$ cat src/xbus_pkg.sv
//////////////////////////////
// shared types and address map for the xbus
// addresses are 22 bit word addresses, octal as in the machine docs
// tv and unibus ranges are not mapped and end by timeout
//////////////////////////////

package xbus_pkg;

   typedef logic [21:0] xaddr_t;     // bus word address
   typedef logic [31:0] xword_t;     // bus data word

   // arbiter states
   typedef enum logic [1:0]
   {
      bus_idle,
      bus_req,
      bus_wait,
      bus_slave
   } bus_state_t;

   // dram is everything below this
   localparam xaddr_t DRAM_TOP  = 22'o17000000;

   // disk controller, eight word block
   localparam xaddr_t DISK_BASE = 22'o17377770;

   // i/o board, four word block
   localparam xaddr_t IO_BASE   = 22'o17772000;

   localparam logic [4:0] TIMEOUT_LIMIT = 5'd31;  // undecoded request ends here

endpackage
$ cat src/xbus_if.sv
//////////////////////////////
// one arbiter to slave link, req/ack handshake
// decode is combinational from addr
// a slave acks only while req and decode are high
//////////////////////////////
`timescale 1ns/1ps

interface xbus_if import xbus_pkg::*; ();

   xaddr_t addr;
   xword_t wdata;
   xword_t rdata;
   logic   req;
   logic   write;
   logic   ack;
   logic   decode;

   modport master
   (
      output addr,
      output wdata,
      output req,
      output write,
      input  rdata,
      input  ack,
      input  decode
   );

   modport slave
   (
      input  addr,
      input  wdata,
      input  req,
      input  write,
      output rdata,
      output ack,
      output decode
   );

endinterface

$ cat src/xbus_disk.sv
//////////////////////////////
// disk controller, regs at DISK_BASE and dma master into dram
// SECTOR_WORDS must be a power of two, at least 2
// fill pointer wraps, start while busy is ignored
// n above SECTOR_WORDS is ignored
//////////////////////////////
`timescale 1ns/1ps

module xbus_disk import xbus_pkg::*;
#(
   parameter int SECTOR_WORDS = 16
)
(
   input  logic   mclk,
   input  logic   reset,
   xbus_if.slave  bus,
   output logic   dma_req,
   output xaddr_t dma_addr,
   output xword_t dma_data,
   input  logic   dma_grant,
   output logic   irq
);

   localparam int PTR_W = $clog2(SECTOR_WORDS);

   xword_t           sector [SECTOR_WORDS];
   xword_t           rd_q;
   xaddr_t           target;             // dram address of word 0
   logic [2:0]       reg_idx;
   logic             ack_q;
   logic             take;
   logic             start_ok;
   logic             busy;
   logic             done;
   logic [PTR_W-1:0] fill_ptr;
   logic [PTR_W:0]   xfer_len;           // words in this transfer
   logic [PTR_W:0]   dma_idx;

   assign bus.decode = (bus.addr[21:3] == DISK_BASE[21:3]);
   assign reg_idx    = bus.addr[2:0];
   assign take       = bus.req && bus.decode && !ack_q;
   assign start_ok   = (bus.wdata != '0) && (bus.wdata <= SECTOR_WORDS) && !busy;

   always_ff @(posedge mclk)
   begin
      if (reset)
      begin
         ack_q    <= 1'b0;
         busy     <= 1'b0;
         done     <= 1'b0;
         fill_ptr <= '0;
         xfer_len <= '0;
         dma_idx  <= '0;
      end
      else
      begin
         ack_q <= bus.req && bus.decode;

         if (busy && dma_grant)
         begin
            dma_idx <= dma_idx + 1'b1;
            if (dma_idx + 1'b1 == xfer_len)
            begin
               busy <= 1'b0;            // last word written
               done <= 1'b1;
            end
         end

         if (take && bus.write)
         begin
            case (reg_idx)
               3'd0:
               begin
                  if (start_ok)
                  begin
                     busy     <= 1'b1;
                     done     <= 1'b0;
                     xfer_len <= bus.wdata[PTR_W:0];
                     dma_idx  <= '0;
                     fill_ptr <= '0;
                  end
                  else if (bus.wdata == '0)
                     done <= 1'b0;      // clears irq too
               end
               3'd2:
                  fill_ptr <= fill_ptr + 1'b1;
               default:
                  ;
            endcase
         end
      end
   end

   always_ff @(posedge mclk)
   begin
      if (take && bus.write)
      begin
         if (reg_idx == 3'd1)
            target <= bus.wdata[21:0];
         if (reg_idx == 3'd2)
            sector[fill_ptr] <= bus.wdata;
      end
   end

   always_ff @(posedge mclk)
   begin
      if (take)
      begin
         case (reg_idx)
            3'd0:    rd_q <= {30'b0, done, busy};
            3'd1:    rd_q <= xword_t'(target);
            3'd2:    rd_q <= xword_t'(fill_ptr);
            default: rd_q <= '0;
         endcase
      end
   end

   assign bus.rdata = rd_q;
   assign bus.ack   = ack_q && bus.req && bus.decode;

   // one word at a time, held until granted
   assign dma_req  = busy;
   assign dma_addr = target + xaddr_t'(dma_idx);
   assign dma_data = sector[dma_idx[PTR_W-1:0]];
   assign irq      = done;

endmodule

$ cat src/flat_wrapper.sv
// flat-port wrapper written by rule: the top's interface ports become plain ports
module xbus_disk_flat import xbus_pkg::*;
#(
   parameter int SECTOR_WORDS = 16
)
  (mclk, reset, dma_req, dma_addr, dma_data, dma_grant, irq, bus_addr, bus_wdata, bus_req, bus_write, bus_rdata, bus_ack, bus_decode);
  xbus_if bus_i ();
  input  logic mclk;
  input  logic reset;
  output logic dma_req;
  output xaddr_t dma_addr;
  output xword_t dma_data;
  input  logic dma_grant;
  output logic irq;
  input wire logic [$bits(bus_i.addr)-1:0] bus_addr;
  input wire logic [$bits(bus_i.wdata)-1:0] bus_wdata;
  input wire logic [$bits(bus_i.req)-1:0] bus_req;
  input wire logic [$bits(bus_i.write)-1:0] bus_write;
  output wire logic [$bits(bus_i.rdata)-1:0] bus_rdata;
  output wire logic [$bits(bus_i.ack)-1:0] bus_ack;
  output wire logic [$bits(bus_i.decode)-1:0] bus_decode;
  assign bus_i.addr = bus_addr;
  assign bus_i.wdata = bus_wdata;
  assign bus_i.req = bus_req;
  assign bus_i.write = bus_write;
  assign bus_rdata = bus_i.rdata;
  assign bus_ack = bus_i.ack;
  assign bus_decode = bus_i.decode;
  xbus_disk #(.SECTOR_WORDS(SECTOR_WORDS)) u_core (.mclk(mclk), .reset(reset), .bus(bus_i), .dma_req(dma_req), .dma_addr(dma_addr), .dma_data(dma_data), .dma_grant(dma_grant), .irq(irq));
endmodule
$ cat config.mk
export PLATFORM = sky130hd
export DESIGN_NAME = xbus_disk_flat
export DESIGN_NICKNAME = d
export VERILOG_FILES = /design/src/xbus_pkg.sv /design/src/xbus_if.sv /design/src/xbus_disk.sv /design/src/flat_wrapper.sv
export SDC_FILE = /design/constraint.sdc
export NUM_CORES = 1
export LEC_CHECK = 0
export BUFFER_PORTS_ARGS = -buffer_cell sky130_fd_sc_hd__buf_2
export CAP_MARGIN = 10
export CORE_ASPECT_RATIO = 1.25
export CORE_UTILIZATION = 63
export CTS_CLUSTER_SIZE = 40
export DETAILED_ROUTE_END_ITERATION = 6
export HOLD_SLACK_MARGIN = 0.03
export PLACE_DENSITY = 0.91
export SYNTH_ARGS = -nofsm -noshare
export SYNTH_HDL_FRONTEND = slang
export SYNTH_SLANG_ARGS = --single-unit
$ cat constraint.sdc
create_clock -name mclk -period 6.8 [get_ports mclk]
set_input_delay 0 -clock mclk [delete_from_list [all_inputs] [get_ports mclk]]
set_output_delay 0 -clock mclk [all_outputs]
set_load 0.01 [all_outputs]
* Word-level counts from Yosys, hierarchy flattened *
Memory sizes are Yosys's and may differ from the RTL's. A register that Yosys moved wholly into a read port is not among the register bits.
Cells that the tools add are included.
W data, S select, Z words.

word-level totals
  flip-flop bits (word level) = 71
  memory bits (writable) = 512
  input port bits = 59
  output and inout bits = 90
  word-level logic and storage cells = 57
  memories = 1

memories
  memory         words  bits a word  rd ports  clocked after Yosys merged registers in  wr ports  RTL line         text
  u_core.sector  16     32           1         1                                        1         xbus_disk.sv:26  xword_t sector [SECTOR_WORDS];

cells by class
  add/subtract/negate cells = 3
  magnitude comparators = 1
  equal/unequal tests = 5
  muxes and demuxes = 22
  reduce and logical (&&, ||, !) cells = 17

operator list
  kind                    count
  $pmux W22 S3            1
  $le A32 B5 Y1 const B   1
  $logic_not A32 Y1       1
  $reduce_bool A32 Y1     1
  $add A22 B5 Y22         1
  $mux W5                 4
  $eq A19 B19 Y1 const B  1
  $mux W1                 14
  $logic_and A1 B1 Y1     8
  $mux W4                 2
  $pmux W4 S2             1
  $reduce_and A3 Y1       2
  $add A5 B1 Y5 const B   1
  $eq A5 B5 Y1            1
  $add A4 B1 Y4 const B   1
  $eq A3 B1 Y1 const B    1
  $eq A3 B2 Y1 const B    1
  $logic_not A3 Y1        1
  $logic_not A1 Y1        2
  $ne A2 B1 Y1 const B    1
  $reduce_and A2 Y1       1
  $reduce_bool A2 Y1      1

* Longest topological paths before layout *
  depth in word-level cells = 8
  depth in mapped cells = 11

* Worst setup path after synthesis *
Ideal clock, no wire load.

  path kind = in2reg
  from = input port bus_addr[21]
  to = memory u_core.sector[0][0] in the netlist's numbering (enable)
  setup time = 0.461 ns
  arrival = 3.638 ns
  required time = 6.339 ns
  setup slack = 2.701 ns
  cell stages on the path = 7
  cells stage by stage = nand4_1 or4_1 nor2_1 and4_1 clkbuf_1 nand2_1 nor3_1

between the ends
  cells in the longest elaborated chain, start to end = 6

RTL lines
  what                               RTL line            text
  from (decl)                        flat_wrapper.sv:15  input wire logic [$bits(bus_i.addr)-1:0] bus_addr;
  $eq A19 B19 Y1                     xbus_disk.sv:39     assign bus.decode = (bus.addr[21:3] == DISK_BASE[21:3]);
  via bus_decode                     flat_wrapper.sv:21  output wire logic [$bits(bus_i.decode)-1:0] bus_decode;
  $logic_and A1 B1 Y1 (2 in series)  xbus_disk.sv:41     assign take = bus.req && bus.decode && !ack_q;
  $logic_and A1 B1 Y1                xbus_disk.sv:96     if (take && bus.write)
  $mux W1                            xbus_disk.sv:96
  $mux W1 (implied by the code)      xbus_disk.sv:101    sector[fill_ptr] <= bus.wdata;
  to (decl)                          xbus_disk.sv:26

The timed path passes the listed nets, and every way through them passes these cells.

* Final worst setup path *
  from = register u_core.dma_idx[0]
  to = output port dma_addr[14]

between the ends
  cells in the longest elaborated chain, start to end = 1

RTL lines
  what                    RTL line            text
  from (decl)             xbus_disk.sv:37     logic [PTR_W:0] dma_idx;
  from (signal assigned)  xbus_disk.sv:61     dma_idx <= dma_idx + 1'b1;
  $add A22 B5 Y22         xbus_disk.sv:123    assign dma_addr = target + xaddr_t'(dma_idx);
  to (decl)               flat_wrapper.sv:11  output xaddr_t dma_addr;

Every way passes these cells.

==> impl_results.md <==
- Status: finished clean
- Max-cap violations: 0
- Peak supply drop: 0.182 mV
- I/O Buffers: 138
- Gpl congestion: 0.817
- Clock sinks: 573
- Main flop type after synthesis: edfxtp_1
- Worst hold margin: 0.0524 ns
- Antenna violations before repair: 1
- Clock Path Buffers: 3
- Die Wd: 171 um
- Cell count after placement: 1603
- Fin cells: 1737
- Core Util, Final: 0.739
- First-pass GRT wire length: 78700 um
- Core box area: 34800 um2
- Critical path fanouts, max: 42
- Buf/Inv on CP: 2
- Die Y: 213 um
- Dpl cell area: 23700 um2
- Critical path required time: 6.80 ns
- WL final: 54100 um
- Ys async rst share: 0
- Vias in the first global route: 12.2k
- Starting Density: 0.645
- Area delta synth->final: 14.6%
- # rows: 76
- CP Class: register to output port
- Fillers: 1780
- Total number of vias: 11.9k
- Worst-path cell chain: ha_1 > inv_1 > fa_1 > nor2b_1 > o21a_1 > o21ai_0 > a21oi_1 > nand3_1 > xnor2_1 > buf_2
- Remaining antenna violation count after routing: 0
- CTS tree: yes
- All-Layer GR Usage: 0.309
- F_max: 265 MHz
- Synth warn: 0
- Number of I/O pins: 149
- Crit path largest cell delay: 0.90 ns
- # diodes: 0
- Syn Inst Count: 1031
- Synthesized cell area: 22400 um2
- Yosys reg bits: 573
- Pin count of the biggest net entering global routing: 93
- Worst path slowest cell: dfxtp_4
- Via/cell ratio: 6.86
- Skew-Pair Late Insertion Delay: 0.58 ns
- HP Class: input port to register
- Register area share after synthesis: 0.759
- Initial DRC count: 1529
- First-pass DRT Iterations: 5
- Final period util: 0.556
- Crit path DAT: 3.78 ns
- Setup-failing EPs final: 0
- CP top delay family: flip-flops
- Rel. slew slack: 0.131
- Post-synth cell types: 53
- Fin. Hold Viols: 0
- Final slew viol count: 0
- Die ar.: 36400 um2
- Post-CTS Setup Bufs: 0
- # H-tree levels: 2
- DRC errors left: 0
- Clk_skew: 0.0192 ns
- Worst-path clk slew: 0.07 ns
- Post-DP HPWL: 27500 um
- Power per Cell Area: 262 nW/um2
- Post-synth EDFFs: 556
- Share of layout cells above drive strength 1: 0.318
- Worst Tran Pin Value: 1.30 ns
- Grt total ovfl: 0
- Setup crit start kind: register
- Design area: 25700 um2
- Crit path capture type: output port
- Leakage: 8.22 nW
- RSZ-0062 raised after global routing: false
- Final net count: 1301
- CTS root buffer: clkbuf_16
- Syn avg cell area: 21.8 um2
- Clock buffer count from CTS: 49
- Post-CTS sizing: 0
- WL per Instance: 31.2 um
- Minimum clock period: 3.78 ns
- CTS Hold Buffers Added: 44
- Post-Route Setup TNS: 0 ns
## final cells by class
| cell class | instances | area (um2) | area share |
|---|---|---|---|
| Tap cell | 468 | 586 | 0.0228 |
| Clock inverter | 28 | 234 | 0.00910 |
| Sequential cell | 573 | 17000 | 0.663 |
| Clock buffer | 61 | 1310 | 0.0511 |
| Multi-Input combinational cell | 400 | 5250 | 0.204 |
| Timing Repair Buffer | 194 | 1250 | 0.0485 |
| Inverter | 13 | 48.8 | 0.00190 |
## synthesized netlist by cell type, types with 2 or more instances
library cell  number  area, um2
edfxtp_1         556      16700
mux4_2           160       3600
nor2_1            41        154
clkbuf_1          30        113
nand2_1           21       78.8
xnor2_1           19        166
and2_1            18        113
dfxtp_1           17        340
nor3_1            14       70.1
nor4_1            14       87.6
inv_1             12       45.0
nand3_1           12       60.1
xor2_1            12        105
buf_4             10       75.1
ha_1              10        125
a21oi_1            9       45.0
nand4_1            9       56.3
buf_1              8       30.0
mux2i_1            7       70.1
and3_1             5       31.3
buf_2              5       25.0
nor2b_1            3       18.8
nor3b_1            3       22.5
a22oi_1            2       15.0
a31oi_1            2       12.5
nand2b_1           2       12.5
nand4b_1           2       17.5
or3_1              2       12.5
or4_1              2       15.0
## stage by stage
step           power [mW]  worst slack (ns)
5_1_grt              6.87              2.80
3_3_place_gp         4.02              3.61
4_1_cts              6.75              3.07
2_1_floorplan        3.96              2.70
3_5_place_dp         4.03              3.33
6_report             6.74              3.02
## flip-flops by register name, indices dropped and copies added, names as in the netlist
name / count
u_core.bus.rdata: 22
u_core.xfer_len: 5
u_core.sector: 512
u_core.fill_ptr: 4
u_core.irq: 1
u_core.ack_q: 1
u_core.target: 22
u_core.dma_idx: 5
u_core.dma_req: 1
## kinds of logic (layout without fill, tap and decap cells)
group	Yosys count	count (layout)	share of synthesized area
flops	573	573	0.759
mux	167	167	0.164
simple gates	158	158	0.0380
buf+inv	67	296	0.0135
xor+xnor	31	31	0.0121
compound gates	23	23	0.00680
fa+ha+maj	11	11	0.00647
other cells	1	10	0.000167
## layer usage
metal / global-route usage / vias up / share of wire
met3: 0.0536 / 161 / 0.11
met5: 0 / - / 0.00024
met1: 0.415 / 6085 / 0.35
met4: 0.130 / 2 / 0.040
met2: 0.508 / 999 / 0.50
li1: - / 4672 / -
## final timing paths
path                           start                   end  slack [ns]  depth (start not counted)
setup / recovery   u_core.dma_idx[0]          dma_addr[14]        3.02                         10
hold / removal          bus_addr[10]            u_core.irq        0.05                          6
setup reg to reg        u_core.ack_q  u_core.sector[0][18]        3.58                          5
hold reg to reg   u_core.xfer_len[0]    u_core.xfer_len[0]        0.53                          2
## tightest hold or removal path: stages
cell	delay [ns]
buf_2	0.11
nand4_1	0.06
nor3_1	0.05
nand2_1	0.12
nor3_1	0.07
nor3_1	0.15
## layout by cell type, fill, tap and decap left out, drive strengths merged, types with 19 or more instances in the layout
master         n
nand2         21
clkinv        21
dlygate4sd3   44
xnor2         19
edfxtp       556
buf          150
clkbuf        61
and2          19
nor2          41
mux4         160
## power breakdown
part / internal (mW) / switching [mW] / leakage, nW
Combinational: 0.0329 / 0.0791 / 2.28
Sequential: 3.86 / 0.0000000380 / 5.19
Clock: 1.52 / 1.24 / 0.756
Total: 5.42 / 1.32 / 8.22
Note: power is estimated with default switching activity, not from simulation.
