`src/xbus_pkg.sv`:
```
//////////////////////////////
// shared types and address map for the xbus
// addresses are 22 bit word addresses, octal as in the machine docs
// tv and unibus ranges are not mapped and end by timeout
//////////////////////////////

package xbus_pkg;

   typedef logic [21:0] xaddr_t;     // bus word address
   typedef logic [31:0] xword_t;     // bus data word

   // arbiter states
   typedef enum logic [1:0]
   {
      bus_idle,
      bus_req,
      bus_wait,
      bus_slave
   } bus_state_t;

   // dram is everything below this
   localparam xaddr_t DRAM_TOP  = 22'o17000000;

   // disk controller, eight word block
   localparam xaddr_t DISK_BASE = 22'o17377770;

   // i/o board, four word block
   localparam xaddr_t IO_BASE   = 22'o17772000;

   localparam logic [4:0] TIMEOUT_LIMIT = 5'd31;  // undecoded request ends here

endpackage
```
`src/xbus_if.sv`:
```
//////////////////////////////
// one arbiter to slave link, req/ack handshake
// decode is combinational from addr
// a slave acks only while req and decode are high
//////////////////////////////
`timescale 1ns/1ps

interface xbus_if import xbus_pkg::*; ();

   xaddr_t addr;
   xword_t wdata;
   xword_t rdata;
   logic   req;
   logic   write;
   logic   ack;
   logic   decode;

   modport master
   (
      output addr,
      output wdata,
      output req,
      output write,
      input  rdata,
      input  ack,
      input  decode
   );

   modport slave
   (
      input  addr,
      input  wdata,
      input  req,
      input  write,
      output rdata,
      output ack,
      output decode
   );

endinterface

```
`src/xbus_io.sv`:
```
//////////////////////////////
// i/o board slave, scratch reg and interval timer
// interval 0 stops the timer
// pending stays set until written
//////////////////////////////
`timescale 1ns/1ps

module xbus_io import xbus_pkg::*;
(
   input  logic  mclk,
   input  logic  reset,
   xbus_if.slave bus,
   output logic  irq
);

   xword_t     scratch;
   xword_t     interval;
   xword_t     count;                    // down counter, reloads on expiry
   xword_t     rd_q;
   logic [1:0] reg_idx;
   logic       ack_q;
   logic       take;
   logic       pending;

   assign bus.decode = (bus.addr[21:2] == IO_BASE[21:2]);
   assign reg_idx    = bus.addr[1:0];
   assign take       = bus.req && bus.decode && !ack_q;

   always_ff @(posedge mclk)
   begin
      if (reset)
      begin
         ack_q    <= 1'b0;
         interval <= '0;
         count    <= '0;
         pending  <= 1'b0;
      end
      else
      begin
         ack_q <= bus.req && bus.decode;

         if (interval != '0)
         begin
            if (count <= 32'd1)
            begin
               count   <= interval;
               pending <= 1'b1;
            end
            else
               count <= count - 32'd1;
         end

         // register writes win over the timer
         if (take && bus.write)
         begin
            if (reg_idx == 2'd1)
            begin
               interval <= bus.wdata;
               count    <= bus.wdata;
            end
            if (reg_idx == 2'd2)
               pending <= 1'b0;
         end
      end
   end

   always_ff @(posedge mclk)
   begin
      if (take && bus.write && reg_idx == 2'd0)
         scratch <= bus.wdata;
   end

   always_ff @(posedge mclk)
   begin
      if (take)
      begin
         case (reg_idx)
            2'd0:    rd_q <= scratch;
            2'd1:    rd_q <= interval;
            2'd2:    rd_q <= {31'b0, pending};
            default: rd_q <= count;
         endcase
      end
   end

   assign bus.rdata = rd_q;
   assign bus.ack   = ack_q && bus.req && bus.decode;
   assign irq       = pending;

endmodule

```
`src/flat_wrapper.sv`:
```
// flat-port wrapper written by rule: the top's interface ports become plain ports
module xbus_io_flat import xbus_pkg::*;
  (mclk, reset, irq, bus_addr, bus_wdata, bus_req, bus_write, bus_rdata, bus_ack, bus_decode);
  xbus_if bus_i ();
  input  logic mclk;
  input  logic reset;
  output logic irq;
  input wire logic [$bits(bus_i.addr)-1:0] bus_addr;
  input wire logic [$bits(bus_i.wdata)-1:0] bus_wdata;
  input wire logic [$bits(bus_i.req)-1:0] bus_req;
  input wire logic [$bits(bus_i.write)-1:0] bus_write;
  output wire logic [$bits(bus_i.rdata)-1:0] bus_rdata;
  output wire logic [$bits(bus_i.ack)-1:0] bus_ack;
  output wire logic [$bits(bus_i.decode)-1:0] bus_decode;
  assign bus_i.addr = bus_addr;
  assign bus_i.wdata = bus_wdata;
  assign bus_i.req = bus_req;
  assign bus_i.write = bus_write;
  assign bus_rdata = bus_i.rdata;
  assign bus_ack = bus_i.ack;
  assign bus_decode = bus_i.decode;
  xbus_io u_core (.mclk(mclk), .reset(reset), .bus(bus_i), .irq(irq));
endmodule
```
`config.mk`:
```
export PLATFORM = sky130hd
export DESIGN_NAME = xbus_io_flat
export DESIGN_NICKNAME = d
export VERILOG_FILES = /design/src/xbus_pkg.sv /design/src/xbus_if.sv /design/src/xbus_io.sv /design/src/flat_wrapper.sv
export SDC_FILE = /design/constraint.sdc
export NUM_CORES = 1
export LEC_CHECK = 0
export CAP_MARGIN = 10
export CELL_PAD_IN_SITES_DETAIL_PLACEMENT = 0
export CELL_PAD_IN_SITES_GLOBAL_PLACEMENT = 1
export CORE_ASPECT_RATIO = 2
export CORE_UTILIZATION = 51
export DETAILED_ROUTE_END_ITERATION = 10
export DONT_BUFFER_PORTS = 1
export MAX_ROUTING_LAYER = met4
export PLACE_DENSITY_LB_ADDON = 0.08
export SYNTH_ARGS = -nofsm -noshare
export SYNTH_HDL_FRONTEND = slang
export SYNTH_SLANG_ARGS = --single-unit
export TNS_END_PERCENT = 10
```
`constraint.sdc`:
```
create_clock -name mclk -period 10 [get_ports mclk]
set_input_delay 1 -clock mclk [delete_from_list [all_inputs] [get_ports mclk]]
set_output_delay 1 -clock mclk [all_outputs]
set_load 0.05 [all_outputs]
```
# After elaboration in Yosys (flattened, before gate mapping)
# Cells that the tools add are included.
totals:
  reg_bits: 130
  latch_bits: 0
  ram_bits: 0
  mem_bits_ro: 0
  input_bits: 58
  output_inout_bits: 35
  word_cells: 30
  mem_count: 0
classes:
  n_addsub: 1
  mul: 0
  div: 0
  order_cmp: 1
  eq_ne: 3
  shifts: 0
  mux: 9
  bitwise_logic: 0
  n_reduce_logical: 10
op_table:
  columns: ["cell", "n"]
  rows:
  - ["$mux 32", 4]
  - ["$pmux 32 s3", 1]
  - ["$le 32x1->1 const B", 1]
  - ["$reduce_bool 32->1", 1]
  - ["$sub 32x1->32 const B", 1]
  - ["$eq 20x20->1 const B", 1]
  - ["$logic_and 1x1->1", 6]
  - ["$mux 1", 4]
  - ["$eq 2x1->1 const B", 1]
  - ["$eq 2x2->1 const B", 1]
  - ["$logic_not 2->1", 1]
  - ["$reduce_and 2->1", 1]
  - ["$logic_not 1->1", 1]

# Logic depth before layout (Yosys ltp)
# Gate-level depths: netlist (run 1).
logic_depth:
  word_depth: 5
  depth_mapped: 10
  depth_no_buf: 8

# Worst setup path after synthesis (run 1)
# Ideal clock, no wire load.
synth_path:
  kind: "input to register"
  from: "input port bus_addr[3]"
  to: "register u_core.scratch[0] (enable)"
  setup_ns: 0.461
  arrival_ns: 4.418
  path_slack_ns: 5.121
  stages: 4
  n_path_buf: 0
  cell_sequence: "or4b_2 -> nor4_1 -> nand4_1 -> nor3_1"
synth_via:
  elab_chain_len: 5
synth_rtl:
  columns: ["element", "line_no", "rtl"]
  rows:
  - ["start, declared", "flat_wrapper.sv:8", "input wire logic [$bits(bus_i.addr)-1:0] bus_addr;"]
  - ["$eq 20x20->1", "xbus_io.sv:25", "assign bus.decode = (bus.addr[21:2] == IO_BASE[21:2]);"]
  - ["$logic_and 1x1->1 (2 in a row)", "xbus_io.sv:27", "assign take = bus.req && bus.decode && !ack_q;"]
  - ["$logic_and 1x1->1 (2 in a row)", "xbus_io.sv:69", "if (take && bus.write && reg_idx == 2'd0)"]
  - ["end signal, assigned", "xbus_io.sv:70", "scratch <= bus.wdata;"]
  - ["end, declared", "xbus_io.sv:16", "xword_t scratch;"]
# No other way between the ends.
# A chain may end at the register's enable or synchronous reset.

# Final worst setup path (run 1)
layout_path:
  from: "input port bus_addr[3]"
  to: "output port bus_ack"
layout_via:
  elab_chain_len: 2
layout_rtl:
  columns: ["element", "line_no", "rtl"]
  rows:
  - ["$eq 20x20->1", "xbus_io.sv:25", null]
  - ["via bus_decode", "flat_wrapper.sv:14", "output wire logic [$bits(bus_i.decode)-1:0] bus_decode;"]
  - ["$logic_and 1x1->1", "xbus_io.sv:87", "assign bus.ack = ack_q && bus.req && bus.decode;"]
  - ["end, declared", "flat_wrapper.sv:13", "output wire logic [$bits(bus_i.ack)-1:0] bus_ack;"]
# The timed path passes the listed nets, and every way through them passes these cells.

==> run summary, run 1 <==
register area share after synthesis: 0.520
crit path launch type: input port
CP Max Fanout: 3
met2 wire len: 9550 um
CTS sink cnt: 130
Filler Cell Count: 1041
Gate Count Post-Synth: 618
first-pass GRT wire length: 26800 um
Tcrit/Tclk final: 0.415
R2R setup slack: 6740 ps
diode count: 0
Final HPWL DP: 11200 um
Top FF cell, synth: dfxtp_1
area post-placement: 0.00632 mm^2
vias per cell: 6.64
root buffer cell: clkbuf_16
Post-Synthesis Net Count: 678
final critical-path required period: 4150 ps
Final #Nets: 661
Worst EP required: 9000 ps
P_int: 0.904 mW
Inst Count DP: 727
Fmax: 0.241 GHz
Worst Setup End Kind: output pin
CTS Buf Count: 17
Setup violations, final: 0
Crit Reg-Reg Endpoint: u_core.count[31]$_SDFF_PP0_
Max clock buf depth: 2
Setup TNS Final: 0 ps
Hold Path Class: flip-flop to flip-flop
Initial Utilization: 0.527
largest net degree at the start of global routing: 67
CP Data Arrival Time: 3150 ps
peak supply drop: 0.131 mV
Psw: 0.246 mW
grt total ovfl: 0
Post-synth EDFFs: 64
DRT Wirelength: 17400 um
Pwr Total: 1.15 mW
cts repair resizes: 0
WS Path Type: input port to output pin
CTS tree: yes
Hold Crit Depth: 2
Switching Share: 0.214
# Post-CTS Setup Buffers: 0
Synth warnings: 0
Final ANT Viol Nets: 0
number of global-route vias before repair: 4933
syn avg cell area: 10.1 um^2
met3 routed WL: 716 um
Tightest Pin Transition: 1080 ps
GRT Total Usage: 0.297
clock slew at reported path FFs: 50 ps
post-route cell area: 0.00686 mm^2
Leak: 2.34 nW
HP Start: u_core.interval[10]$_SDFFE_PP0P_
DIE WIDTH: 80.2 um
Reg-to-Reg Start: u_core.count[6]$_SDFF_PP0_
Worst slew margin: 0.278
number of synthesized register bits: 130
PwrDens: 168 mW/mm^2
WHS Endpoint: u_core.interval[10]$_SDFFE_PP0P_
Die ar.: 0.0127 mm^2
num ports: 93
final std cells w/o fill: 759
Max Slew Vio Count: 0
number of buffers added on ports: 0
Post-CTS Hold Fix Bufs: 0
Register Area: 0.00324 mm^2
height of the die: 158 um
share of power burned in registers: 0.484
reg2reg path depth: 6
part of the power in combinational logic: 0.010
FFs w/ async S/R, synth: 0
wire per inst: 23.0 um
Hold Fails Final Rpt: 0
WL met1: 6560 um
Post-route DRC: 0
status: finished, final reports clean
RD Place Congestion: 0.938
hold_ws: 478 ps
unrepaired setup endpoints after global routing: no
Yosys cell types: 63
Max-Cap Viols: 0
H-tree depth: 4
area of the multi-input gates: 0.00280 mm^2
vias: 5037
Cell Rows: 56
Core Footprint: 0.0118 mm^2
First DRT Iteration DRCs: 390
clock share of power: 0.506
total iterations of the first detailed-routing run: 4
share of layout cells above drive strength 1: 0.143
worst skew pair latency: 420 ps
initial antenna violation count: 0
Layout area overhead: 10.0%
Post-Syn Area: 0.00624 mm^2
highest metal used: met4
clk_skew: 7.99 ps
[metrics by stage]
step | setup slack [ps] | utilization
3_3_place_gp | 5830 | 0.533
6_report | 5850 | 0.580
3_5_place_dp | 5840 | 0.533
2_1_floorplan | 5120 | -
4_1_cts | 5840 | 0.580
5_1_grt | 5740 | 0.580
[cells by family (layout without fill, tap and decap cells)]
| kind of cell | count (synthesis) | count (layout) | share of synthesized area |
|---|---|---|---|
| xor+xnor | 2 | 2 | 0.00281 |
| compound gates | 169 | 169 | 0.189 |
| buf+inv | 53 | 49 | 0.0365 |
| mux | 35 | 35 | 0.0642 |
| flops | 130 | 130 | 0.520 |
| fa+ha+maj | 2 | 2 | 0.00401 |
| simple gates | 227 | 227 | 0.183 |
[routing by layer]
metal | vias to the layer above | global-route usage
met5 | - | -
met4 | 0 | 0.138
met3 | 47 | 0.0418
met2 | 210 | 0.535
met1 | 2459 | 0.314
li1 | 2321 | -
[sequential cells by signal, summed over array words and instances, names as in the netlist]
signal and flops:
u_core.ack_q 1, u_core.scratch 32, u_core.interval 32, u_core.irq 1
u_core.bus.rdata 32, u_core.count 32
[critical path, stage by stage]
cell	delay, ps
or4b_2	690
nor4_1	370
and2_1	530
and3_1	550
[cell usage in the layout, fill, tap and decap left out, types with 3 or more instances in the layout]
cell,instances
a2bb2oi_1,4
clkinv_2,3
nand2b_1,3
a211oi_2,3
nand3_1,5
a211o_1,3
mux2i_1,4
o21ai_0,26
nand4_1,9
o41ai_1,3
or4_4,3
clkinvlp_4,4
nor3_1,15
dfxtp_1,66
o22ai_1,5
mux2_2,30
nor4_1,26
a22o_1,32
nor2_1,41
edfxtp_1,64
buf_4,7
and2_1,4
or4_1,9
or3_1,5
a21oi_1,47
or4b_2,3
clkbuf_16,17
a311oi_1,6
o221ai_1,3
a21o_1,3
inv_1,10
o21a_1,3
nand2_1,83
a211oi_1,10
clkinv_4,3
nor2b_1,3
[power groups by stage]
stage          Sequential [mW]  Clock [mW]  Combinational, mW
2_1_floorplan            0.568           0             0.0172
3_3_place_gp             0.568           0             0.0119
3_5_place_dp             0.568           0             0.0120
4_1_cts                  0.557       0.583             0.0121
5_1_grt                  0.557       0.605             0.0130
6_report                 0.557       0.582             0.0119
[worst max-delay path by stage]
stage                start                     endpoint  cells after the start
2_1_floorplan  bus_addr[3]  u_core.scratch[0]$_DFFE_PP_                      4
3_3_place_gp   bus_addr[3]                      bus_ack                      4
3_5_place_dp   bus_addr[3]                      bus_ack                      4
4_1_cts        bus_addr[3]                      bus_ack                      4
5_1_grt        bus_addr[3]                      bus_ack                      4
6_report       bus_addr[3]                      bus_ack                      4
[synthesized netlist by cell type (all sizes together) (3+ instances only)]
cell type  instances  area, um^2
nor2              44         165
nor2b              3        18.8
nand2             84         318
a2bb2oi            4        35.0
a21oi             47         235
nand3              5        25.0
o221ai             3        26.3
o22ai              5        31.3
clkbuf            35         131
nand2b             3        18.8
o21ai             27         139
and2               4        25.0
nor3              17        96.4
mux2i              4        40.0
nor4              27         169
or4b               3        30.0
a21o               3        22.5
a211o              3        26.3
o21a               3        22.5
inv               10        37.5
mux2              30         338
buf                8        58.8
a22o              32         280
a211oi            13         113
or4               12         101
nor3b              3        22.5
edfxtp            64        1920
nand4              9        56.3
dfxtp             66        1320
a311oi             6        52.6
o41ai              3        26.3
or3                5        31.3
[area by class of cell]
cell class / count / share of cell area
Inverter: 10 / 0.00547
Multi-Input combinational cell: 435 / 0.408
Clock inverter: 13 / 0.0166
Tap cell: 145 / 0.0264
Sequential cell: 130 / 0.472
Timing Repair Buffer: 7 / 0.00766
Clock buffer: 19 / 0.0631
Power figures use the tool's default switching activity.
==> run 2: changes to the inputs <==
Settings changed: CORE_UTILIZATION 51 to 49.
Clock period 10 ns to 3.91 ns, I/O delays scaled along.
==> run summary, run 2 (synthesis gave the netlist of run 1 again) <==
# Post-CTS Setup Buffers: 0 (unchanged)
share of layout cells above drive strength 1: 0.160 (+0.0169)
first-pass GRT wire length: 28100 um (+4.8%)
Worst EP required: 4260 ps (-4740 ps)
CP top delay family: simple AND/OR/NAND/NOR gates
Max Slew Vio Count: 0 (unchanged)
final critical-path required period: 3070 ps
peak supply drop: 0.322 mV (+150%)
Post-route DRC: 0 (unchanged)
Worst Setup End Kind: flip-flop
GRT Total Usage: 0.301 (+0.00410)
Post-CTS Hold Fix Bufs: 0 (unchanged)
hold_ws: 44.0 ps (-434 ps)
Register Area: 0.00324 mm^2 (unchanged)
CP Max Fanout: 10 (+7)
wire per inst: 23.3 um (+1.6%)
status: finished, final reports clean
Layout area overhead: 13.3%
Psw: 0.627 mW (+150%)
diode count: 0 (unchanged)
total iterations of the first detailed-routing run: 5 (+1)
vias: 5032 (-0.099%)
Core Footprint: 0.0125 mm^2 (+5.4%)
Util after Layout: 0.567 (-0.0131)
P_int: 2.61 mW (+190%)
First DRT Iteration DRCs: 258 (-34%)
clock share of power: 0.551 (+0.045)
commonest non-fill, non-tap cell in the layout: nand2_1
largest net degree at the start of global routing: 67 (unchanged)
initial antenna violation count: 0 (unchanged)
Hold Path Class: input port to flip-flop
root buffer cell: clkbuf_16
DRT Wirelength: 18100 um (+3.6%)
Initial Utilization: 0.500 (-0.0270)
Tightest Pin Transition: 956 ps (-125 ps)
number of buffers added on ports: 0 (unchanged)
H-tree depth: 4 (unchanged)
part of the power in combinational logic: 0.009 (about the same)
RD Place Congestion: 0.951 (+1.4%)
Crit path largest cell delay: 620 ps (-70 ps)
Final #Nets: 671 (+1.5%)
CTS tree: yes
Setup violations, final: 0 (unchanged)
grt total ovfl: 0 (unchanged)
Cell Rows: 58 (+3.6%)
Hold Fails Final Rpt: 0 (unchanged)
Worst slew margin: 0.360 (+0.0825)
CTS Buf Count: 17 (unchanged)
Fmax: 0.326 GHz
Final HPWL DP: 12100 um (+7.3%)
Max clock buf depth: 2 (unchanged)
most frequent cells in the layout: nand2_1 (83), dfxtp_1 (66), edfxtp_1 (64), a21oi_1 (47), nor2_1 (41)
Tcrit/Tclk final: 0.785
num ports: 93 (unchanged)
CTS sink cnt: 130 (unchanged)
worst-path cell chain: or4_4, or4_4, nor3_4, buf_4, a211oi_1, or4_1, a21oi_1
DIE WIDTH: 81.8 um (+2.0%)
vias per cell: 6.50 (-2.0%)
unrepaired setup endpoints after global routing: no
CP Data Arrival Time: 3420 ps (+270 ps)
Max-Cap Viols: 0 (unchanged)
Setup TNS Final: 0 ps (unchanged)
Leak: 2.46 nW (+5.0%)
number of global-route vias before repair: 5177 (+4.9%)
Final ANT Viol Nets: 0 (unchanged)
most frequent CP cell: or4_4
share of power burned in registers: 0.440 (-0.044)
Worst Path Buf+Inv: 1 (+1)
area of the multi-input gates: 0.00280 mm^2 (about the same)
cts repair resizes: 0 (unchanged)
clock slew at reported path FFs: 60 ps (about the same)
PwrDens: 458 mW/mm^2 (+170%)
clk_skew: 11.5 ps (+3.54 ps)
Filler Cell Count: 1140 (+9.5%)
Slowest-stage cell, CP: or4_4
Pwr Total: 3.24 mW (+180%)
Switching Share: 0.194 (-0.0204)
crit path launch type: flip-flop
height of the die: 162 um (+2.0%)
Die ar.: 0.0132 mm^2 (+4.0%)
WS Path Type: flip-flop to flip-flop
worst skew pair latency: 420 ps (about the same)
-- run 2: layout make-up --
class	instances	area share
sequential	130	0.459
multi-input combinational	435	0.396
clock buffer	20	0.0646
clock inverter	12	0.0287
tap	150	0.0265
timing repair buffer	17	0.0198
inverter	10	0.00531
-- run 2: final timing paths --
kind	start	end	slack [ps]	cells past startpoint
worst max register to register	u_core.count[6]$_SDFF_PP0_	u_core.count[13]$_SDFF_PP0_	840	7
worst min register to register	u_core.interval[10]$_SDFFE_PP0P_	u_core.interval[10]$_SDFFE_PP0P_	480	2
worst min-delay path	reset	u_core.interval[3]$_SDFFE_PP0P_	40	1
worst max-delay path	u_core.count[6]$_SDFF_PP0_	u_core.count[13]$_SDFF_PP0_	840	7
-- run 2: worst register-to-register path: stages, from the launching register on --
cell	delay, ps
dfxtp_1	380
or4_4	580
or4_4	630
nor3_4	370
buf_4	250
a211oi_1	70
or4_1	580
a21oi_1	150
-- run 2: metrics by stage --
stage          std cells  setup WS [ps]  instance area [um^2]
3_3_place_gp         742            873                  6410
3_5_place_dp         742            818                  6410
4_1_cts              774            864                  7070
2_1_floorplan        618           88.5                  6240
5_1_grt              774            696                  7070
6_report             774            840                  7070
-- run 2: routing by layer --
metal,GRT usage,wire [um],vias to the layer above
met5,-,0,-
met4,0.172,892,0
met3,0.0627,773,55
met2,0.511,9890,182
met1,0.309,6520,2450
li1,-,-,2345
-- run 2: power groups by stage --
stage / clock, mW / sequential, mW / combinational (mW)
floorplan: 0 / 1.45 / 0.0441
global placement: 0 / 1.45 / 0.0305
detailed placement: 0 / 1.45 / 0.0309
CTS: 1.79 / 1.42 / 0.0311
global route: 1.85 / 1.42 / 0.0332
finish: 1.78 / 1.42 / 0.0305
