File: src/xbus_pkg.sv
//////////////////////////////
// shared types and address map for the xbus
// addresses are 22 bit word addresses, octal as in the machine docs
// tv and unibus ranges are not mapped and end by timeout
//////////////////////////////

package xbus_pkg;

   typedef logic [21:0] xaddr_t;     // bus word address
   typedef logic [31:0] xword_t;     // bus data word

   // arbiter states
   typedef enum logic [1:0]
   {
      bus_idle,
      bus_req,
      bus_wait,
      bus_slave
   } bus_state_t;

   // dram is everything below this
   localparam xaddr_t DRAM_TOP  = 22'o17000000;

   // disk controller, eight word block
   localparam xaddr_t DISK_BASE = 22'o17377770;

   // i/o board, four word block
   localparam xaddr_t IO_BASE   = 22'o17772000;

   localparam logic [4:0] TIMEOUT_LIMIT = 5'd31;  // undecoded request ends here

endpackage
File: src/xbus_if.sv
//////////////////////////////
// one arbiter to slave link, req/ack handshake
// decode is combinational from addr
// a slave acks only while req and decode are high
//////////////////////////////
`timescale 1ns/1ps

interface xbus_if import xbus_pkg::*; ();

   xaddr_t addr;
   xword_t wdata;
   xword_t rdata;
   logic   req;
   logic   write;
   logic   ack;
   logic   decode;

   modport master
   (
      output addr,
      output wdata,
      output req,
      output write,
      input  rdata,
      input  ack,
      input  decode
   );

   modport slave
   (
      input  addr,
      input  wdata,
      input  req,
      input  write,
      output rdata,
      output ack,
      output decode
   );

endinterface

File: src/busint.sv
//////////////////////////////
// bus arbiter and read mux, processor has priority over disk dma
// slaves see processor req only in bus_req and bus_wait
// undecoded reads return zero, dma target must be in dram
//////////////////////////////
`timescale 1ns/1ps

module busint import xbus_pkg::*;
(
   input  logic   mclk,
   input  logic   reset,
   input  xaddr_t addr,
   input  xword_t busin,
   output xword_t busout,
   input  logic   req,
   input  logic   write,
   output logic   ack,
   output logic   load,
   output logic   interrupt,
   xbus_if.master ram,
   xbus_if.master disk,
   xbus_if.master io,
   input  logic   dma_req,
   input  xaddr_t dma_addr,
   input  xword_t dma_data,
   output logic   dma_grant,
   input  logic   disk_irq,
   input  logic   io_irq
);

   bus_state_t state;
   bus_state_t next_state;
   logic [4:0] timeout_count;
   logic       timed_out;
   logic       slave_mode;                 // disk owns dram
   logic       proc_req;                   // req as seen by slaves
   logic       device_ack;
   logic       ram_sel;

   assign slave_mode = (state == bus_slave);
   assign proc_req   = req && (state == bus_req || state == bus_wait);

   // dram is steered to the disk while it is bus master
   assign ram.addr  = slave_mode ? dma_addr : addr;
   assign ram.wdata = slave_mode ? dma_data : busin;
   assign ram.req   = slave_mode ? dma_req : proc_req;
   assign ram.write = slave_mode ? 1'b1 : write;   // dma only writes

   assign disk.addr  = addr;
   assign disk.wdata = busin;
   assign disk.req   = proc_req;
   assign disk.write = write;

   assign io.addr  = addr;
   assign io.wdata = busin;
   assign io.req   = proc_req;
   assign io.write = write;

   assign device_ack = ram.ack | disk.ack | io.ack | timed_out;
   assign ack        = (state == bus_req) && device_ack;
   assign load       = req && !write && (state == bus_wait);
   assign dma_grant  = slave_mode && ram.ack;
   assign interrupt  = disk_irq | io_irq;

   always_comb
   begin
      next_state = state;
      unique case (state)
         bus_idle:
         begin
            if (req)
               next_state = bus_req;
            else if (dma_req)
               next_state = bus_slave;
         end
         bus_req:
         begin
            if (device_ack)
               next_state = bus_wait;
         end
         bus_wait:
         begin
            if (!req)
               next_state = bus_idle;   // processor done with the data
         end
         bus_slave:
         begin
            if (ram.ack)
               next_state = bus_idle;   // one dma word per grant
         end
         default:
            next_state = bus_idle;
      endcase
   end

   always_ff @(posedge mclk)
   begin
      if (reset)
         state <= bus_idle;
      else
         state <= next_state;
   end

   // nobody answered, give up after a while
   always_ff @(posedge mclk)
   begin
      if (reset)
         timeout_count <= '0;
      else if (state == bus_req && !timed_out)
         timeout_count <= timeout_count + 5'd1;
      else if (state == bus_wait)
         timeout_count <= '0;
   end

   assign timed_out = (timeout_count == TIMEOUT_LIMIT);

   // read data by decode, zero when nothing decodes
   assign ram_sel = ram.decode && !slave_mode;

   always_comb
   begin
      if (!req || write)
         busout = '1;
      else if (ram_sel)
         busout = ram.rdata;
      else if (disk.decode)
         busout = disk.rdata;
      else if (io.decode)
         busout = io.rdata;
      else
         busout = '0;                   // timed out read
   end

endmodule

File: src/flat_wrapper.sv
// flat-port wrapper written by rule: the top's interface ports become plain ports
module busint_flat import xbus_pkg::*;
  (mclk, reset, addr, busin, busout, req, write, ack, load, interrupt, dma_req, dma_addr, dma_data, dma_grant, disk_irq, io_irq, ram_addr, ram_wdata, ram_req, ram_write, ram_rdata, ram_ack, ram_decode, disk_addr, disk_wdata, disk_req, disk_write, disk_rdata, disk_ack, disk_decode, io_addr, io_wdata, io_req, io_write, io_rdata, io_ack, io_decode);
  xbus_if ram_i ();
  xbus_if disk_i ();
  xbus_if io_i ();
  input  logic mclk;
  input  logic reset;
  input  xaddr_t addr;
  input  xword_t busin;
  output xword_t busout;
  input  logic req;
  input  logic write;
  output logic ack;
  output logic load;
  output logic interrupt;
  input  logic dma_req;
  input  xaddr_t dma_addr;
  input  xword_t dma_data;
  output logic dma_grant;
  input  logic disk_irq;
  input  logic io_irq;
  output wire logic [$bits(ram_i.addr)-1:0] ram_addr;
  output wire logic [$bits(ram_i.wdata)-1:0] ram_wdata;
  output wire logic [$bits(ram_i.req)-1:0] ram_req;
  output wire logic [$bits(ram_i.write)-1:0] ram_write;
  input wire logic [$bits(ram_i.rdata)-1:0] ram_rdata;
  input wire logic [$bits(ram_i.ack)-1:0] ram_ack;
  input wire logic [$bits(ram_i.decode)-1:0] ram_decode;
  output wire logic [$bits(disk_i.addr)-1:0] disk_addr;
  output wire logic [$bits(disk_i.wdata)-1:0] disk_wdata;
  output wire logic [$bits(disk_i.req)-1:0] disk_req;
  output wire logic [$bits(disk_i.write)-1:0] disk_write;
  input wire logic [$bits(disk_i.rdata)-1:0] disk_rdata;
  input wire logic [$bits(disk_i.ack)-1:0] disk_ack;
  input wire logic [$bits(disk_i.decode)-1:0] disk_decode;
  output wire logic [$bits(io_i.addr)-1:0] io_addr;
  output wire logic [$bits(io_i.wdata)-1:0] io_wdata;
  output wire logic [$bits(io_i.req)-1:0] io_req;
  output wire logic [$bits(io_i.write)-1:0] io_write;
  input wire logic [$bits(io_i.rdata)-1:0] io_rdata;
  input wire logic [$bits(io_i.ack)-1:0] io_ack;
  input wire logic [$bits(io_i.decode)-1:0] io_decode;
  assign ram_addr = ram_i.addr;
  assign ram_wdata = ram_i.wdata;
  assign ram_req = ram_i.req;
  assign ram_write = ram_i.write;
  assign ram_i.rdata = ram_rdata;
  assign ram_i.ack = ram_ack;
  assign ram_i.decode = ram_decode;
  assign disk_addr = disk_i.addr;
  assign disk_wdata = disk_i.wdata;
  assign disk_req = disk_i.req;
  assign disk_write = disk_i.write;
  assign disk_i.rdata = disk_rdata;
  assign disk_i.ack = disk_ack;
  assign disk_i.decode = disk_decode;
  assign io_addr = io_i.addr;
  assign io_wdata = io_i.wdata;
  assign io_req = io_i.req;
  assign io_write = io_i.write;
  assign io_i.rdata = io_rdata;
  assign io_i.ack = io_ack;
  assign io_i.decode = io_decode;
  busint u_core (.mclk(mclk), .reset(reset), .addr(addr), .busin(busin), .busout(busout), .req(req), .write(write), .ack(ack), .load(load), .interrupt(interrupt), .ram(ram_i), .disk(disk_i), .io(io_i), .dma_req(dma_req), .dma_addr(dma_addr), .dma_data(dma_data), .dma_grant(dma_grant), .disk_irq(disk_irq), .io_irq(io_irq));
endmodule
File: config.mk
export PLATFORM = sky130hd
export DESIGN_NAME = busint_flat
export DESIGN_NICKNAME = d
export VERILOG_FILES = /design/src/xbus_pkg.sv /design/src/xbus_if.sv /design/src/busint.sv /design/src/flat_wrapper.sv
export SDC_FILE = /design/constraint.sdc
export NUM_CORES = 1
export LEC_CHECK = 0
export BUFFER_PORTS_ARGS = -buffer_cell sky130_fd_sc_hd__buf_2
export CORE_AREA = 2 2 164 166
export DETAILED_ROUTE_END_ITERATION = 12
export DIE_AREA = 0 0 166 168
export GPL_TIMING_DRIVEN = 0
export SETUP_SLACK_MARGIN = 0.02
export SLEW_MARGIN = 15
export SYNTH_ARGS = -nofsm -noshare
export SYNTH_HDL_FRONTEND = slang
export SYNTH_SLANG_ARGS = --single-unit
File: constraint.sdc
create_clock -name mclk -period 2.3 [get_ports mclk]
set_input_delay 0.115 -clock mclk [delete_from_list [all_inputs] [get_ports mclk]]
set_output_delay 0.115 -clock mclk [all_outputs]
set_load 0.1 [all_outputs]
# --- Word level (Yosys, flattened, before mapping) ---
# Index checks and enable logic that the tools add are counted.
word_totals:
  output_inout_bits: 204
  in_bits: 217
  elab_cells: 47
  ff_bits: 7
op_classes:
  n_addsub: 1
  bitwise_logic: 4
  n_eq_ne: 8
  reduce_logical: 16
  mux: 16
ops:
  columns: ["cell", "count"]
  rows:
  - ["two-way mux 32 bit", 5]
  - ["two-way mux 22 bit", 1]
  - ["two-way mux 2 bit", 5]
  - ["two-way mux 5 bit", 2]
  - ["case mux 2 bit (4 select lines)", 1]
  - ["logical AND 1 bit", 7]
  - ["adder 5 x 1 -> 5 bit (second input constant)", 1]
  - ["equality test 5 bit (second input constant)", 1]
  - ["equality test 2 bit (second input constant)", 2]
  - ["zero test 1 bit", 4]
  - ["!= test 2 bit (second input constant)", 2]
  - ["OR 1 bit", 4]
  - ["AND reduction 4 bit", 1]
  - ["!= test 3 bit (second input constant)", 1]
  - ["equality test 2 x 1 -> 1 bit (second input constant)", 1]
  - ["zero test 2 bit", 1]
  - ["logical OR 1 bit", 2]
  - ["two-way mux 1 bit", 2]
  - ["!= test 2 x 1 -> 1 bit (second input constant)", 1]
  - ["nonzero test 2 bit", 1]

# --- Depth between registers and ports, before layout ---
logic_depth:
  ltp_word: 5
  depth_mapped: 8
  depth_no_buf: 7

# --- Least setup slack after synthesis ---
# No wires, ideal clock.
synth_timing:
  path_kind: "register to output"
  startpoint: "reg u_core.state[0]"
  endpoint: "out busout[10]"
  arrival_ps: 2453
  stages_incl_launch_ff: 6
  required_time_ps: 2185
  slack_ps: -268
  n_path_buf: 2
  path_cell_list: "dfxtp_1 > ha_1 > nor2b_1 > buf_2 > buf_1 > o211ai_1"
synth_via:
  elab_chain_cells: 5
synth_lines:
  columns: ["item", "line", "source"]
  rows:
  - ["from (decl)", "busint.sv:31", "bus_state_t state;"]
  - ["from (signal assigned)", "busint.sv:99", "state <= bus_idle;"]
  - ["from (signal assigned)", "busint.sv:101", "state <= next_state;"]
  - ["equality test 2 bit", "busint.sv:40", "assign slave_mode = (state == bus_slave);"]
  - ["zero test 1 bit", "busint.sv:118", "assign ram_sel = ram.decode && !slave_mode;"]
  - ["logical AND 1 bit", "busint.sv:118", null]
  - ["two-way mux 32 bit", "busint.sv:124", "else if (ram_sel)"]
  - ["two-way mux 32 bit", "busint.sv:122", "if (!req || write)"]
  - ["to (decl)", "flat_wrapper.sv:11", "output xword_t busout;"]
# No other way between the ends.

# --- Worst setup path after layout ---
layout_timing:
  startpoint: "reg u_core.state[1]"
  endpoint: "out ram_wdata[12]"
layout_via:
  elab_chain_cells: 2
layout_lines:
  columns: ["item", "line", "source"]
  rows:
  - ["equality test 2 bit", "busint.sv:40", null]
  - ["two-way mux 32 bit", "busint.sv:45", "assign ram.wdata = slave_mode ? dma_data : busin;"]
  - ["to (decl)", "flat_wrapper.sv:24", "output wire logic [$bits(ram_i.wdata)-1:0] ram_wdata;"]
# No other way between the ends.

==> results.rst <==
.. list-table::
   :header-rows: 1

   * - Metric
     - Value
   * - Register area share after synthesis
     - 0.05236
   * - Sort of element at the end of the critical path
     - output pin
   * - Required time at the worst-slack endpoint
     - roughly 2.2 ns
   * - Pre-antenna DRT Iters
     - 4
   * - HPWL after detailed placement
     - 14920 µm
   * - Library cells used by synthesis
     - 28
   * - Peak ir drop on the vdd network
     - 482.4 µV
   * - IO Pins
     - 421
   * - Clock buffer depth
     - 2
   * - Area of the placeable core
     - 26350 µm²
   * - Overall Global Routing Usage
     - 0.1053
   * - Period Utilization, post-route
     - 0.9426
   * - Root buffer cell
     - sky130_fd_sc_hd__clkbuf_16
   * - Hold Path Sink
     - u_core.timeout_count[2]
   * - Number of register bits inferred by synthesis
     - 7
   * - Worst r2r dst
     - u_core.state[0]
   * - Setup slack of the worst register-to-register path
     - 0.37 ns
   * - Max-slew violations
     - 0
   * - Filler cell count in the final layout
     - 2966
   * - Wire per inst
     - 14.61 µm
   * - Number of global-route vias before repair
     - ~3800
   * - Flip-flop cell with the highest count after synthesis
     - sky130_fd_sc_hd__dfxtp_1
   * - Area share of the largest cell type after synthesis
     - 0.3114
   * - Number of antenna violations at the first check in global routing
     - 2
   * - Final net count
     - 994
   * - Post-DR vias/cell
     - 3.643
   * - Post-placement cell count
     - 1106
   * - RD Place Congestion
     - 0.7893
   * - Number of enable-type register cells in the synthesized netlist
     - 0
   * - Clock skew after layout
     - 0.001472 ns
   * - Number of hold violations in the final report
     - 0
   * - Final Non-Filler Cells
     - between 1000 and 1500
   * - Status
     - finished, final reports clean
   * - Clock network latency to the later pin of the worst-skew pair
     - 0.23 ns
   * - Syn Std Cell Area
     - around 2700 µm²
   * - Die span in x
     - 166 µm
   * - Storage element area
     - 142.6 µm²
   * - Worst-path fanout max
     - 10
   * - Layout cells sized above 1
     - 0.7932
   * - Maximum clock frequency
     - 461.3 MHz
   * - CTS HTree Levels
     - 1
   * - Total power divided by cell area
     - 884.5 nW/µm²
   * - Number of design-rule violations left by the first detailed-router iteration
     - 133
   * - Post-cts hold buffer count
     - 0
   * - Top cells by count, synth
     - sky130_fd_sc_hd__buf_4 (111), sky130_fd_sc_hd__mux2_2 (55), sky130_fd_sc_hd__nand2_1 (33)
   * - # DRC
     - 0
   * - Startpoint-to-endpoint class of the critical path
     - register to output pin
   * - Maximum number of pins on one net before global-route repair
     - 11
   * - Worst setup path startpoint
     - u_core.state[1]
   * - Final-report setup violation count
     - 0
   * - R2R cell count
     - 8
   * - Area used by multi-input combinational logic
     - about 1600 µm²
   * - Overall die area
     - approximately 28000 µm²
   * - Hold_sp
     - reset
   * - Layout Area Growth over Synthesis
     - 99.95%
   * - Port buffer count
     - 419
   * - Min Tclk post-route
     - about 2.2 ns
   * - Num CTS Buffers
     - 3
   * - Clock transition at the registers of the reported paths
     - 0.03 ns
   * - Worst Slack Setup Final
     - 0.1321 ns
   * - Leakage power
     - between 2 and 3 nW
   * - Reg2reg start
     - u_core.timeout_count[0]
   * - First-pass GRT wire length
     - 22530 µm
   * - Starting Density
     - 0.1016
   * - Depth of the worst hold-timing path
     - 2
   * - Area leader, netlist
     - sky130_fd_sc_hd__buf_4
   * - Class of the tightest hold or removal check
     - primary input to register
   * - Synthesized netlist cell count
     - 346
   * - Syn avg cell area
     - 7.735 µm²
   * - Arrival time reported for the critical path endpoint
     - 2.05 ns
   * - Number of synthesis warnings
     - 0
   * - Count of clock tree sinks
     - 7
   * - Cell with the most instances after synthesis
     - sky130_fd_sc_hd__buf_4
   * - Area contributors post-synth
     - sky130_fd_sc_hd__buf_4 (31%), sky130_fd_sc_hd__mux2_2 (23%), sky130_fd_sc_hd__o211ai_1 (9.0%), sky130_fd_sc_hd__a22oi_1 (8.7%), sky130_fd_sc_hd__dfxtp_1 (5.2%)
   * - Total wire length after detailed routing
     - 16230 µm
   * - Remaining global-route overflow
     - 0
   * - Relative slew slack
     - 0.6112
   * - Number of buffers added for setup after CTS
     - 0
   * - TritonCTS clock tree
     - built
   * - Vias post-DR
     - 4047
   * - Crit path launch type
     - register
   * - Async S/R FF share, synth
     - 0
   * - Setup WS pre-CTS
     - between 0.15 and 0.2 ns
   * - Unrepaired setup endpoints after global routing
     - no
   * - Row count
     - 60
   * - Post-Synthesis Net Count
     - 570
   * - Vertical extent of the die
     - between 150 and 200 µm
   * - Worst Tran Pin Value
     - between 0.5 and 0.6 ns
   * - Number of maximum-capacitance constraint violations
     - 0
   * - Number of nets still failing antenna checks after routing
     - 0
==> timing repair <==
| item | CTS | global route |
|---|---|---|
| resized for setup | 4 | 5 |
| endpoints found under the hold margin | 0 | 0 |
| endpoints found under the setup margin | 41 | 10 |
==> power by group <==
part	internal [mW]	leakage [nW]	switching [mW]
clock network	0.230	0.0382	0.0617
registers	0.155	0.0576	0.0366
logic	0.917	2.78	3.33
total	1.30	2.87	3.43
==> metal layers <==
layer	share of wire	vias to the layer above	track usage
met1	0.39	1779	0.1201
li1	-	1970	-
met2	0.51	276	0.1992
met4	0.023	2	0.02722
met3	0.084	20	0.02116
met5	0.00074	-	0
==> final cells by class <==
class	instances	share of cell area
Sequential cell	7	0.02665
Timing Repair Buffer	419	0.3937
Tap cell	341	0.07973
Clock buffer	4	0.01473
Buffer	135	0.1842
Multi-Input combinational cell	201	0.2983
Antenna cell	1	0.0004676
Inverter	3	0.002104
==> critical path, cell delays in order (launching register included) <==
cell	delay, ns
sky130_fd_sc_hd__dfxtp_2	0.37
sky130_fd_sc_hd__ha_4	0.21
sky130_fd_sc_hd__buf_4	0.24
sky130_fd_sc_hd__buf_2	0.30
sky130_fd_sc_hd__mux2_2	0.38
sky130_fd_sc_hd__buf_2	0.30
==> stage by stage <==
step	power [mW]	util	hold slack (ns)	area [µm²]	TNS, ns
CTS	4.774	0.2027	0.1475	5340	0
detailed placement	4.463	0.1993	0.3867	5253	0
floorplan	3.669	-	0.1800	2729	-3.819
finish	4.733	0.2031	0.1447	5351	0
global placement	4.457	0.1993	0.3789	5253	0
global route	4.919	0.2030	0.1562	5349	0
==> cells in the final DEF, fill, tap and decap left out <==
cell type | synthesis | routed
sky130_fd_sc_hd__buf_2 | 8 | 421
sky130_fd_sc_hd__buf_4 | 111 | 115
sky130_fd_sc_hd__mux2_2 | 55 | 55
sky130_fd_sc_hd__nand2_1 | 33 | 33
sky130_fd_sc_hd__o211ai_1 | 32 | 32
sky130_fd_sc_hd__a22oi_1 | 31 | 31
sky130_fd_sc_hd__nor2_1 | 11 | 11
sky130_fd_sc_hd__clkbuf_1 | 10 | 8
sky130_fd_sc_hd__a21oi_1 | 6 | 6
sky130_fd_sc_hd__ha_1 | 7 | 6
sky130_fd_sc_hd__dfxtp_1 | 7 | 5
sky130_fd_sc_hd__and2_1 | 4 | 4
sky130_fd_sc_hd__nor2b_1 | 3 | 3
sky130_fd_sc_hd__buf_6 | 1 | 3
sky130_fd_sc_hd__inv_1 | 3 | 3
sky130_fd_sc_hd__nor3b_1 | 3 | 3
sky130_fd_sc_hd__clkbuf_16 | 0 | 3
sky130_fd_sc_hd__clkbuf_4 | 0 | 3
sky130_fd_sc_hd__buf_1 | 5 | 2
sky130_fd_sc_hd__clkbuf_8 | 0 | 2
sky130_fd_sc_hd__and3_1 | 2 | 2
sky130_fd_sc_hd__or2_2 | 2 | 2
sky130_fd_sc_hd__o21ai_1 | 2 | 2
sky130_fd_sc_hd__nand3b_1 | 2 | 2
sky130_fd_sc_hd__mux2i_1 | 2 | 2
sky130_fd_sc_hd__dfxtp_2 | 0 | 2
sky130_fd_sc_hd__diode_2 | 0 | 1
sky130_fd_sc_hd__clkbuf_2 | 0 | 1
sky130_fd_sc_hd__o41a_1 | 1 | 1
sky130_fd_sc_hd__nor2b_4 | 1 | 1
sky130_fd_sc_hd__or2b_1 | 1 | 1
sky130_fd_sc_hd__nor3_1 | 1 | 1
sky130_fd_sc_hd__a2111oi_4 | 1 | 1
sky130_fd_sc_hd__a211oi_1 | 1 | 1
sky130_fd_sc_hd__ha_4 | 0 | 1
==> how the worst max path moves through the flow <==
stage	to	slack [ns]	cells past startpoint
3_5_place_dp	ram_addr[1]	0.16	5
3_3_place_gp	busout[4]	0.16	7
5_1_grt	ram_wdata[12]	0.03	5
4_1_cts	busout[20]	0.03	7
6_report	ram_wdata[12]	0.13	5
2_1_floorplan	busout[11]	-0.13	5
==> sequential cells by signal, indices dropped and copies added (netlist names) <==
signal / count
u_core.state: 2
u_core.timeout_count: 5
==> cell families after synthesis <==
kind of cell | after synthesis | share of synthesized area
buffers and inverters | 138 | 0.3558
and+or+nand+nor | 63 | 0.1113
DFF | 7 | 0.05236
adders and majority gates | 7 | 0.03272
AOI/OAI and AO/OA | 74 | 0.2090
muxes | 57 | 0.2389
Note: power is estimated with default switching activity, not from simulation.
